`config.mk`:
```
export PLATFORM = sky130hd
export DESIGN_NAME = buzzerTop
export DESIGN_NICKNAME = d
export VERILOG_FILES = /design/src/common/axiLitePkg.sv /design/src/common/buzzerPkg.sv /design/src/player/durationTimer.sv /design/src/player/noteMemory.sv /design/src/player/noteSequencer.sv /design/src/player/toneGenerator.sv /design/src/source/axiLiteRegs.sv /design/src/source/buzzerTop.sv
export SDC_FILE = /design/constraint.sdc
export NUM_CORES = 1
export LEC_CHECK = 0
export BUFFER_PORTS_ARGS = -buffer_cell sky130_fd_sc_hd__buf_2
export CAP_MARGIN = 0
export CORE_MARGIN = 1.5
export CORE_UTILIZATION = 40
export CTS_CLUSTER_SIZE = 14
export DETAILED_ROUTE_END_ITERATION = 12
export PLACE_DENSITY = 0.57
export SLEW_MARGIN = 0
export SYNTH_ARGS = -nofsm -noshare
export SYNTH_HDL_FRONTEND = slang
export SYNTH_SLANG_ARGS = --single-unit
```
`constraint.sdc`:
```
create_clock -name clk -period 5.3 [get_ports clk]
set_input_delay 0.795 -clock clk [delete_from_list [all_inputs] [get_ports clk]]
set_output_delay 0.795 -clock clk [all_outputs]
set_load 0.05 [all_outputs]
```
`src/common/axiLitePkg.sv`:
```
package axiLitePkg;

    localparam int unsigned AddrWidth = 12;
    localparam int unsigned DataWidth = 32;

    // Manager to subordinate without write strobes
    typedef struct packed {
        logic [AddrWidth-1:0] awaddr;
        logic                 awvalid;
        logic [DataWidth-1:0] wdata;
        logic                 wvalid;
        logic                 bready;
        logic [AddrWidth-1:0] araddr;
        logic                 arvalid;
        logic                 rready;
    } axiReqT;

    // Subordinate to manager
    typedef struct packed {
        logic                 awready;
        logic                 wready;
        logic                 bvalid;
        logic [1:0]           bresp;
        logic                 arready;
        logic                 rvalid;
        logic [DataWidth-1:0] rdata;
        logic [1:0]           rresp;
    } axiRspT;

    // ------------------------------------------------------------------------
    // Response codes
    // ------------------------------------------------------------------------

    localparam logic [1:0] RespOkay   = 2'b00;
    localparam logic [1:0] RespSlvErr = 2'b10;

endpackage

```
`src/common/buzzerPkg.sv`:
```
package buzzerPkg;

    // ------------------------------------------------------------------------
    // Note table
    // ------------------------------------------------------------------------

    // One note per 32-bit word of the table
    typedef struct packed {
        // Clock cycles per PWM half-period where 0 marks a rest
        logic [15:0] divider;
        // Note length in duration ticks
        logic [15:0] duration;
    } noteT;

    // Index into the note table
    typedef logic [3:0] noteIdxT;

    // ------------------------------------------------------------------------
    // Register map
    // ------------------------------------------------------------------------

    // Control register where bit 0 starts the song
    localparam logic [11:0] CtrlOffset = 12'h000;

    // Status register with busy in bit 0
    localparam logic [11:0] StatusOffset = 12'h004;

    // Number of notes in the song
    localparam logic [11:0] LengthOffset = 12'h008;

    // Entry i at NoteBase + 4*i
    localparam logic [11:0] NoteBase = 12'h100;

    // ------------------------------------------------------------------------
    // Player defaults
    // ------------------------------------------------------------------------

    localparam int unsigned DefaultNoteDepth = 16;

    // Clock cycles per duration tick
    localparam int unsigned DefaultTickCycles = 16;

endpackage

```
`src/player/durationTimer.sv`:
```
`timescale 1ns/100ps

module durationTimer #(
    parameter int unsigned TickCycles = buzzerPkg::DefaultTickCycles
) (
    input  logic        clk,
    input  logic        RSTn,
    input  logic        load,
    input  logic [15:0] duration,
    output logic        done
);

    localparam int unsigned PrescWidth = (TickCycles > 1) ? $clog2(TickCycles) : 1;

    logic [PrescWidth-1:0] prescCnt;
    logic [15:0]           ticksLeft;
    logic                  active;
    logic                  tick;

    // Last cycle of a tick
    assign tick = active && (prescCnt == PrescWidth'(TickCycles - 1));
    assign done = tick && (ticksLeft == 16'd1);

    always_ff @(posedge clk or negedge RSTn) begin
        if (!RSTn) begin
            active    <= 1'b0;
            prescCnt  <= '0;
            ticksLeft <= '0;
        end else if (load) begin
            active    <= (duration != '0);
            prescCnt  <= '0;
            ticksLeft <= duration;
        end else if (active) begin
            prescCnt <= tick ? '0 : prescCnt + 1'b1;
            if (tick) begin
                ticksLeft <= ticksLeft - 16'd1;
            end
            if (done) begin
                active <= 1'b0;
            end
        end
    end

endmodule

```
`src/player/noteMemory.sv`:
```
`timescale 1ns/100ps

module noteMemory #(
    parameter int unsigned NoteDepth = buzzerPkg::DefaultNoteDepth
) (
    input  logic               clk,
    input  logic               wrEn,
    input  buzzerPkg::noteIdxT wrIdx,
    input  buzzerPkg::noteT    wrNote,
    input  buzzerPkg::noteIdxT rdIdx,
    output buzzerPkg::noteT    rdNote,
    input  buzzerPkg::noteIdxT busRdIdx,
    output buzzerPkg::noteT    busRdNote
);

    buzzerPkg::noteT mem [NoteDepth];

    // Host write port
    always_ff @(posedge clk) begin
        if (wrEn) begin
            mem[wrIdx] <= wrNote;
        end
    end

    // ------------------------------------------------------------------------
    // Registered read ports
    // ------------------------------------------------------------------------

    // Player side
    always_ff @(posedge clk) begin
        rdNote <= mem[rdIdx];
    end

    // Bus readback side
    always_ff @(posedge clk) begin
        busRdNote <= mem[busRdIdx];
    end

endmodule

```
`src/player/noteSequencer.sv`:
```
`timescale 1ns/100ps

module noteSequencer (
    input  logic                                clk,
    input  logic                                RSTn,
    input  logic                                start,
    input  logic [$bits(buzzerPkg::noteIdxT):0] songLength,
    output buzzerPkg::noteIdxT                  rdIdx,
    input  buzzerPkg::noteT                     rdNote,
    output logic                                load,
    output logic [15:0]                         duration,
    input  logic                                done,
    output logic                                toneEn,
    output logic [15:0]                         divider,
    output logic                                busy
);

    localparam int unsigned IdxWidth = $bits(buzzerPkg::noteIdxT);

    typedef enum logic [1:0] {
        Idle,
        Fetch,
        Load,
        Play
    } stateT;

    stateT             state;
    stateT             stateNext;
    logic [IdxWidth:0] noteCnt;
    logic              lastNote;
    logic              noteEnd;
    buzzerPkg::noteT   curNote;

    assign lastNote = ((noteCnt + 1'b1) == songLength);

    // Zero-length notes skip Play and cost only fetch and load
    assign noteEnd = ((state == Load) && (rdNote.duration == '0)) ||
                     ((state == Play) && done);

    // ------------------------------------------------------------------------
    // FSM
    // ------------------------------------------------------------------------

    always_comb begin
        stateNext = state;
        case (state)
            Idle: begin
                if (start) begin
                    stateNext = Fetch;
                end
            end
            Fetch: begin
                stateNext = Load;
            end
            Load, Play: begin
                if (noteEnd) begin
                    stateNext = lastNote ? Idle : Fetch;
                end else if (state == Load) begin
                    stateNext = Play;
                end
            end
            default: begin
                stateNext = Idle;
            end
        endcase
    end

    always_ff @(posedge clk or negedge RSTn) begin
        if (!RSTn) begin
            state   <= Idle;
            noteCnt <= '0;
        end else begin
            state <= stateNext;
            if (state == Idle) begin
                noteCnt <= '0;
            end else if (noteEnd && !lastNote) begin
                noteCnt <= noteCnt + 1'b1;
            end
        end
    end

    // Note word arrives from memory during Load
    always_ff @(posedge clk) begin
        if (state == Load) begin
            curNote <= rdNote;
        end
    end

    assign rdIdx    = noteCnt[IdxWidth-1:0];
    assign load     = (state == Load);
    assign duration = rdNote.duration;
    assign divider  = curNote.divider;
    assign toneEn   = (state == Play) && (curNote.divider != '0);
    assign busy     = (state != Idle);

endmodule

```
`src/player/toneGenerator.sv`:
```
`timescale 1ns/100ps

module toneGenerator (
    input  logic        clk,
    input  logic        RSTn,
    input  logic        toneEn,
    input  logic [15:0] divider,
    output logic        pwm
);

    logic [15:0] halfCnt;
    logic        level;

    // ------------------------------------------------------------------------
    // Half-period counter
    // ------------------------------------------------------------------------

    always_ff @(posedge clk or negedge RSTn) begin
        if (!RSTn) begin
            halfCnt <= '0;
            level   <= 1'b0;
        end else if (!toneEn) begin
            // Next note starts from a low half-period
            halfCnt <= '0;
            level   <= 1'b0;
        end else if (halfCnt == divider - 16'd1) begin
            halfCnt <= '0;
            level   <= ~level;
        end else begin
            halfCnt <= halfCnt + 16'd1;
        end
    end

    // Pin drops at once when the tone stops
    assign pwm = toneEn & level;

endmodule

```
`src/source/axiLiteRegs.sv`:
```
`timescale 1ns/100ps

module axiLiteRegs #(
    parameter int unsigned NoteDepth = buzzerPkg::DefaultNoteDepth
) (
    input  logic                                clk,
    input  logic                                RSTn,
    input  axiLitePkg::axiReqT                  axiReq,
    output axiLitePkg::axiRspT                  axiRsp,
    input  logic                                busy,
    output logic                                start,
    output logic [$bits(buzzerPkg::noteIdxT):0] songLength,
    output logic                                wrEn,
    output buzzerPkg::noteIdxT                  wrIdx,
    output buzzerPkg::noteT                     wrNote,
    output buzzerPkg::noteIdxT                  busRdIdx,
    input  buzzerPkg::noteT                     busRdNote
);

    localparam int unsigned IdxWidth = $bits(buzzerPkg::noteIdxT);
    localparam int unsigned DataWidth = axiLitePkg::DataWidth;
    localparam int unsigned NoteEnd = buzzerPkg::NoteBase + 4 * NoteDepth;

    logic                  wrAccept;
    logic                  wrCtrl;
    logic                  wrLength;
    logic                  wrNoteHit;
    logic                  wrOkay;
    logic                  bvalid;
    logic [1:0]            bresp;
    logic [IdxWidth:0]     lengthQ;
    logic                  rdAccept;
    logic                  rdNoteHit;
    logic [DataWidth-1:0]  regRdata;
    logic [1:0]            regRresp;
    logic                  rvalid;
    logic                  rdFirst;
    logic                  rdIsNote;
    logic [DataWidth-1:0]  rdRegData;
    logic [1:0]            rresp;
    buzzerPkg::noteT       noteHold;
    logic [DataWidth-1:0]  rdata;

    // Word-aligned address inside the populated part of the note table
    function automatic logic isNoteAddr(input logic [axiLitePkg::AddrWidth-1:0] addr);
        return (addr >= buzzerPkg::NoteBase) && (addr < NoteEnd) && (addr[1:0] == 2'b00);
    endfunction

    // ------------------------------------------------------------------------
    // Write channel
    // ------------------------------------------------------------------------

    assign wrAccept  = axiReq.awvalid & axiReq.wvalid & ~bvalid;
    assign wrCtrl    = (axiReq.awaddr == buzzerPkg::CtrlOffset);
    assign wrLength  = (axiReq.awaddr == buzzerPkg::LengthOffset);
    assign wrNoteHit = isNoteAddr(axiReq.awaddr);

    // Table and length are frozen while a song plays
    assign wrOkay = wrCtrl | ((wrLength | wrNoteHit) & ~busy);

    assign wrEn   = wrAccept & wrNoteHit & ~busy;
    assign wrIdx  = axiReq.awaddr[2 +: IdxWidth];
    assign wrNote = buzzerPkg::noteT'(axiReq.wdata);

    assign start = wrAccept & wrCtrl & axiReq.wdata[0] & (lengthQ != '0) & ~busy;
    assign songLength = lengthQ;

    always_ff @(posedge clk or negedge RSTn) begin
        if (!RSTn) begin
            bvalid  <= 1'b0;
            lengthQ <= '0;
        end else begin
            if (wrAccept) begin
                bvalid <= 1'b1;
            end else if (axiReq.bready) begin
                bvalid <= 1'b0;
            end
            if (wrAccept && wrLength && !busy) begin
                lengthQ <= axiReq.wdata[IdxWidth:0];
            end
        end
    end

    always_ff @(posedge clk) begin
        if (wrAccept) begin
            bresp <= wrOkay ? axiLitePkg::RespOkay : axiLitePkg::RespSlvErr;
        end
    end

    // ------------------------------------------------------------------------
    // Read channel
    // ------------------------------------------------------------------------

    assign rdAccept  = axiReq.arvalid & ~rvalid;
    assign rdNoteHit = isNoteAddr(axiReq.araddr);

    // Memory answers one cycle later, in the first rvalid cycle
    assign busRdIdx = axiReq.araddr[2 +: IdxWidth];

    always_comb begin
        regRdata = '0;
        regRresp = axiLitePkg::RespOkay;
        if (axiReq.araddr == buzzerPkg::StatusOffset) begin
            regRdata = DataWidth'(busy);
        end else if (axiReq.araddr == buzzerPkg::LengthOffset) begin
            regRdata = DataWidth'(lengthQ);
        end else if (axiReq.araddr != buzzerPkg::CtrlOffset && !rdNoteHit) begin
            regRresp = axiLitePkg::RespSlvErr;
        end
    end

    always_ff @(posedge clk or negedge RSTn) begin
        if (!RSTn) begin
            rvalid   <= 1'b0;
            rdFirst  <= 1'b0;
            rdIsNote <= 1'b0;
        end else begin
            rdFirst <= rdAccept;
            if (rdAccept) begin
                rvalid   <= 1'b1;
                rdIsNote <= rdNoteHit;
            end else if (axiReq.rready) begin
                rvalid <= 1'b0;
            end
        end
    end

    always_ff @(posedge clk) begin
        if (rdAccept) begin
            rdRegData <= regRdata;
            rresp     <= regRresp;
        end
        // Keep the note word in case rready is held off
        if (rdFirst) begin
            noteHold <= busRdNote;
        end
    end

    always_comb begin
        if (!rdIsNote) begin
            rdata = rdRegData;
        end else if (rdFirst) begin
            rdata = DataWidth'(busRdNote);
        end else begin
            rdata = DataWidth'(noteHold);
        end
    end

    always_comb begin
        axiRsp.awready = wrAccept;
        axiRsp.wready  = wrAccept;
        axiRsp.bvalid  = bvalid;
        axiRsp.bresp   = bresp;
        axiRsp.arready = rdAccept;
        axiRsp.rvalid  = rvalid;
        axiRsp.rdata   = rdata;
        axiRsp.rresp   = rresp;
    end

endmodule

```
`src/source/buzzerTop.sv`:
```
`timescale 1ns/100ps

module buzzerTop #(
    parameter int unsigned NoteDepth  = buzzerPkg::DefaultNoteDepth,
    parameter int unsigned TickCycles = buzzerPkg::DefaultTickCycles
) (
    input  logic               clk,
    input  logic               RSTn,
    input  axiLitePkg::axiReqT axiReq,
    output axiLitePkg::axiRspT axiRsp,
    output logic               pwm
);

    logic                                 start;
    logic                                 busy;
    logic [$bits(buzzerPkg::noteIdxT):0]  songLength;
    logic                                 wrEn;
    buzzerPkg::noteIdxT                   wrIdx;
    buzzerPkg::noteT                      wrNote;
    buzzerPkg::noteIdxT                   busRdIdx;
    buzzerPkg::noteT                      busRdNote;
    buzzerPkg::noteIdxT                   rdIdx;
    buzzerPkg::noteT                      rdNote;
    logic                                 load;
    logic [15:0]                          duration;
    logic                                 done;
    logic                                 toneEn;
    logic [15:0]                          divider;

    // ------------------------------------------------------------------------
    // Host side
    // ------------------------------------------------------------------------

    axiLiteRegs #(.NoteDepth(NoteDepth)) i_axiLiteRegs (
        .clk        (clk),
        .RSTn       (RSTn),
        .axiReq     (axiReq),
        .axiRsp     (axiRsp),
        .busy       (busy),
        .start      (start),
        .songLength (songLength),
        .wrEn       (wrEn),
        .wrIdx      (wrIdx),
        .wrNote     (wrNote),
        .busRdIdx   (busRdIdx),
        .busRdNote  (busRdNote)
    );

    noteMemory #(.NoteDepth(NoteDepth)) i_noteMemory (
        .clk       (clk),
        .wrEn      (wrEn),
        .wrIdx     (wrIdx),
        .wrNote    (wrNote),
        .rdIdx     (rdIdx),
        .rdNote    (rdNote),
        .busRdIdx  (busRdIdx),
        .busRdNote (busRdNote)
    );

    // ------------------------------------------------------------------------
    // Player
    // ------------------------------------------------------------------------

    noteSequencer i_noteSequencer (
        .clk        (clk),
        .RSTn       (RSTn),
        .start      (start),
        .songLength (songLength),
        .rdIdx      (rdIdx),
        .rdNote     (rdNote),
        .load       (load),
        .duration   (duration),
        .done       (done),
        .toneEn     (toneEn),
        .divider    (divider),
        .busy       (busy)
    );

    durationTimer #(.TickCycles(TickCycles)) i_durationTimer (
        .clk      (clk),
        .RSTn     (RSTn),
        .load     (load),
        .duration (duration),
        .done     (done)
    );

    toneGenerator i_toneGenerator (
        .clk     (clk),
        .RSTn    (RSTn),
        .toneEn  (toneEn),
        .divider (divider),
        .pwm     (pwm)
    );

endmodule

```
==> out/qor.csv <==
stage,metric,value,unit
clock_network,CTS tree,yes,
grt,vias in the first global route,16327,
worst_setup_path,worst r2r src,i_noteSequencer.divider[2],
sta,unrepaired setup endpoints after global routing,no,
clock_network,TritonCTS Buffers,77,
detailed_routing,# DRC,0,
synthesis,Synth Instances,1523,
die,Die Span Y,276,um
sta,Worst Tran Pin Value,1020,ps
sta,Max Slew Vio Count,0,
placement,hpwl dp,44700,um
detailed_routing,drt pass-1 iters,5,
worst_setup_path,reg2reg path depth,7,
detailed_routing,vias per std cell,5.71,
placement,# port buffers,102,
synthesis,synth unique cells,64,
worst_setup_path,Max Fanout on Critical Path,6,
grt,initial antenna violation count,6,
placement,Placed Cells,2523,
clock_network,postcts setup bufs,0,
clock_network,Worst-Skew Late Latency,630,ps
clock_network,Max Root-Sink Buffers,3,
detailed_routing,DR vias,15240,
die,total core area,73300,um^2
synthesis,Post-synth top flop,edfxtp_1,
clock_network,Clock Root Buffer,clkbuf_16,
layout,"most common cell after layout, fill and taps aside",edfxtp_1,
die,Cell Rows,99,
synthesis,async set-reset flop share out of synthesis,7.88,%
grt,global route overflow,0,
synthesis,xor-xnor portion of the synthesized cell area,1.69,%
synthesis,synth warn,0,
sta,setup ws final,1570,ps
sta,clk_skew,20.6,ps
worst_setup_path,CP required,4510,ps
grt,first-pass GRT wire length,108000,um
grt,largest net degree at the start of global routing,88,
layout,Sequential Area,19400,um^2
layout,layout cells sized above 1,38.6,%
worst_setup_path,crit path to,pwm,
clock_network,post-CTS sizing,0,
clock_network,CTS Sinks,685,
layout,area growth from synthesis to layout,14.5,%
clock_network,# H-tree levels,3,
placement,placer congestion estimate,0.811,
layout,Nets,1712,
synthesis,"Avg Cell Area, Syn",19.6,um^2
power_and_ir_drop,Max IR drop VDD,0.195,mV
sta,setup tns final,0,ps
die,num ports,105,
synthesis,fraction of synthesized area in multiplexers,25.7,%
die,DIE WIDTH,276,um
layout,final core utilization,46.5,%
worst_setup_path,R2R Path End,i_toneGenerator.halfCnt[4],
detailed_routing,post-route ant nets,0,
sta,# setup viols final,0,
worst_setup_path,"Data arrival, critical path",2930,ps
detailed_routing,WL/cell,27.2,um
die,Die ar.,76100,um^2
layout,multi-input logic area,10100,um^2
sta,"Hold Vio Cnt, Final",0,
layout,fin cells,2668,
synthesis,register area share after synthesis,64.9,%
synthesis,largest family of logic cells by synthesized area,multiplexers,
synthesis,Mapped Area,29800,um^2
synthesis,#FFs+latches synth,685,
detailed_routing,DR iter-0 viols,1196,
worst_setup_path,reg2reg setup slack,2110,ps
power_and_ir_drop,Pwr Density,345,nW/um^2
status,status,finished clean,
synthesis,Post-synth EDFFs,535,
power_and_ir_drop,leak pwr,0.0110,uW
layout,Fillers,6150,
sta,fmax,0.268,GHz
sta,fin crit share,70.4,%
worst_setup_path,Setup crit start,i_noteSequencer.divider[2],
worst_hold_path,Hold Crit Class,in2async,
layout,most frequent cells in the layout,"535 x edfxtp_1, 320 x mux4_2, 99 x buf_2, 96 x dfxtp_1, 78 x clkbuf_16",
worst_setup_path,Critical Path End Type,output pin,
synthesis,post-synthesis compound-gate area fraction,1.14,%
clock_network,clk slew on worst S/H paths,60,ps
grt,Tot GR Track Use,19.6,%
detailed_routing,WL final,72600,um
flow_run,maxcap violations,0,
sta,final worst path period need,3730,ps
worst_setup_path,Critical Path Source Type,register,
placement,Placement Setup Slack,1260,ps
worst_setup_path,Setup CP Type,reg2out,
synthesis,Post-Synth Adder-Cell Area,0.252,%
sta,max-slew headroom at the worst pin,32.2,%
synthesis,simple-gate share of the synthesized area,4.64,%
clock_network,number of buffers inserted by hold repair at cts,0,
die,Starting Density,40.6,%
[cell families (layout without fill, tap and decap cells)]
| group | after synthesis | count (layout) |
|---|---|---|
| xor+xnor | 56 | 56 |
| mux | 361 | 361 |
| compound gates | 51 | 51 |
| flops | 685 | 685 |
| fa+ha+maj | 6 | 6 |
| other cells | 1 | 3 |
| buf+inv | 116 | 300 |
| simple gates | 247 | 247 |
[area by class of cell]
type / instances / area share [%]
multi-input cells: 723 / 29.6
clock inverters: 44 / 1.37
inverters: 17 / 0.187
repair buffers: 139 / 2.51
clock buffers: 100 / 6.11
well taps: 959 / 3.52
flip-flops and latches: 685 / 56.7
diodes: 1 / 0.00734
[state kept, by name (all words and copies together) (netlist names)]
name / cells
i_toneGenerator.level: 1
i_noteSequencer.divider: 16
i_axiLiteRegs.rdFirst: 1
i_axiLiteRegs.rdIsNote: 1
i_toneGenerator.halfCnt: 16
i_noteSequencer.noteCnt: 5
i_axiLiteRegs.rvalid: 1
i_axiLiteRegs.noteHold: 32
i_noteMemory.busRdNote: 32
i_axiLiteRegs.rresp: 1
i_noteMemory.rdNote: 32
i_noteMemory.mem: 512
i_axiLiteRegs.bvalid: 1
i_axiLiteRegs.bresp: 1
i_noteSequencer.state: 2
i_axiLiteRegs.songLength: 5
i_durationTimer.ticksLeft: 16
i_durationTimer.active: 1
i_durationTimer.prescCnt: 4
i_axiLiteRegs.rdRegData: 5
[critical path, cell delays in order (launching register included)]
cell	delay (ps)
edfxtp_1	460
or4_1	700
or2_1	300
nor4_1	330
nor2_1	140
and2_1	170
buf_2	200
[metrics by stage]
stage          hold slack, ps  instance area, um^2  total power, uW
5_1_grt                   339                34100            12200
2_1_floorplan             386                29800             6350
3_5_place_dp              391                31600             6540
3_3_place_gp              389                31600             6530
6_report                  311                34100            11800
4_1_cts                   321                34100            11900
[metal layers]
metal | wire length (um) | share of wire (%) | up-vias | track usage (%)
li1 | - | - | 6559 | -
met2 | 35000 | 48 | 415 | 31.4
met1 | 31200 | 43 | 8163 | 26.9
met4 | 1530 | 2.1 | 4 | 5.75
met5 | 27 | 0.037 | - | 0
met3 | 4780 | 6.6 | 99 | 4.52
[worst min-delay path by stage]
stage,from,cells after the start,slack [ps],end
6_report,RSTn,2,310,i_durationTimer.ticksLeft[4]
5_1_grt,axiReq[0],2,340,i_axiLiteRegs.rvalid
4_1_cts,RSTn,2,320,i_durationTimer.ticksLeft[12]
3_5_place_dp,i_noteMemory.rdNote[19],0,390,i_noteSequencer.divider[3]
3_3_place_gp,i_noteMemory.rdNote[31],0,390,i_noteSequencer.divider[15]
2_1_floorplan,i_noteMemory.rdNote[16],0,390,i_noteSequencer.divider[0]
[cell usage after synthesis (all sizes together) (3+ instances only)]
library cell	count	area, um^2
xor2	23	201
xnor2	32	280
mux4	320	7210
inv	17	63.8
ha	6	75.1
dfxtp	96	1920
or3	4	25.0
mux2i	3	30.0
a21oi	7	35.0
buf	45	214
edfxtp	535	16100
dfrtp	54	1350
nor3b	3	22.5
or2	3	18.8
nor2	80	365
o21ai	20	111
nand2b	12	75.1
nor4	15	113
or4	11	86.3
clkbuf	54	203
nand3	15	75.1
nand4	6	50.0
nor3	16	80.1
a31oi	4	25.0
nand2	33	124
mux2	38	428
and2	34	213
nor4b	3	41.3
[power breakdown]
group	internal [uW]	leakage [uW]	total [uW]	switching [uW]
combinational	215	0.00352	494	279
clock	3150	0.00126	5360	2210
sequential	5900	0.00626	5920	29.7
total	9260	0.0110	11800	2520
(Power assumes the default switching activity.)
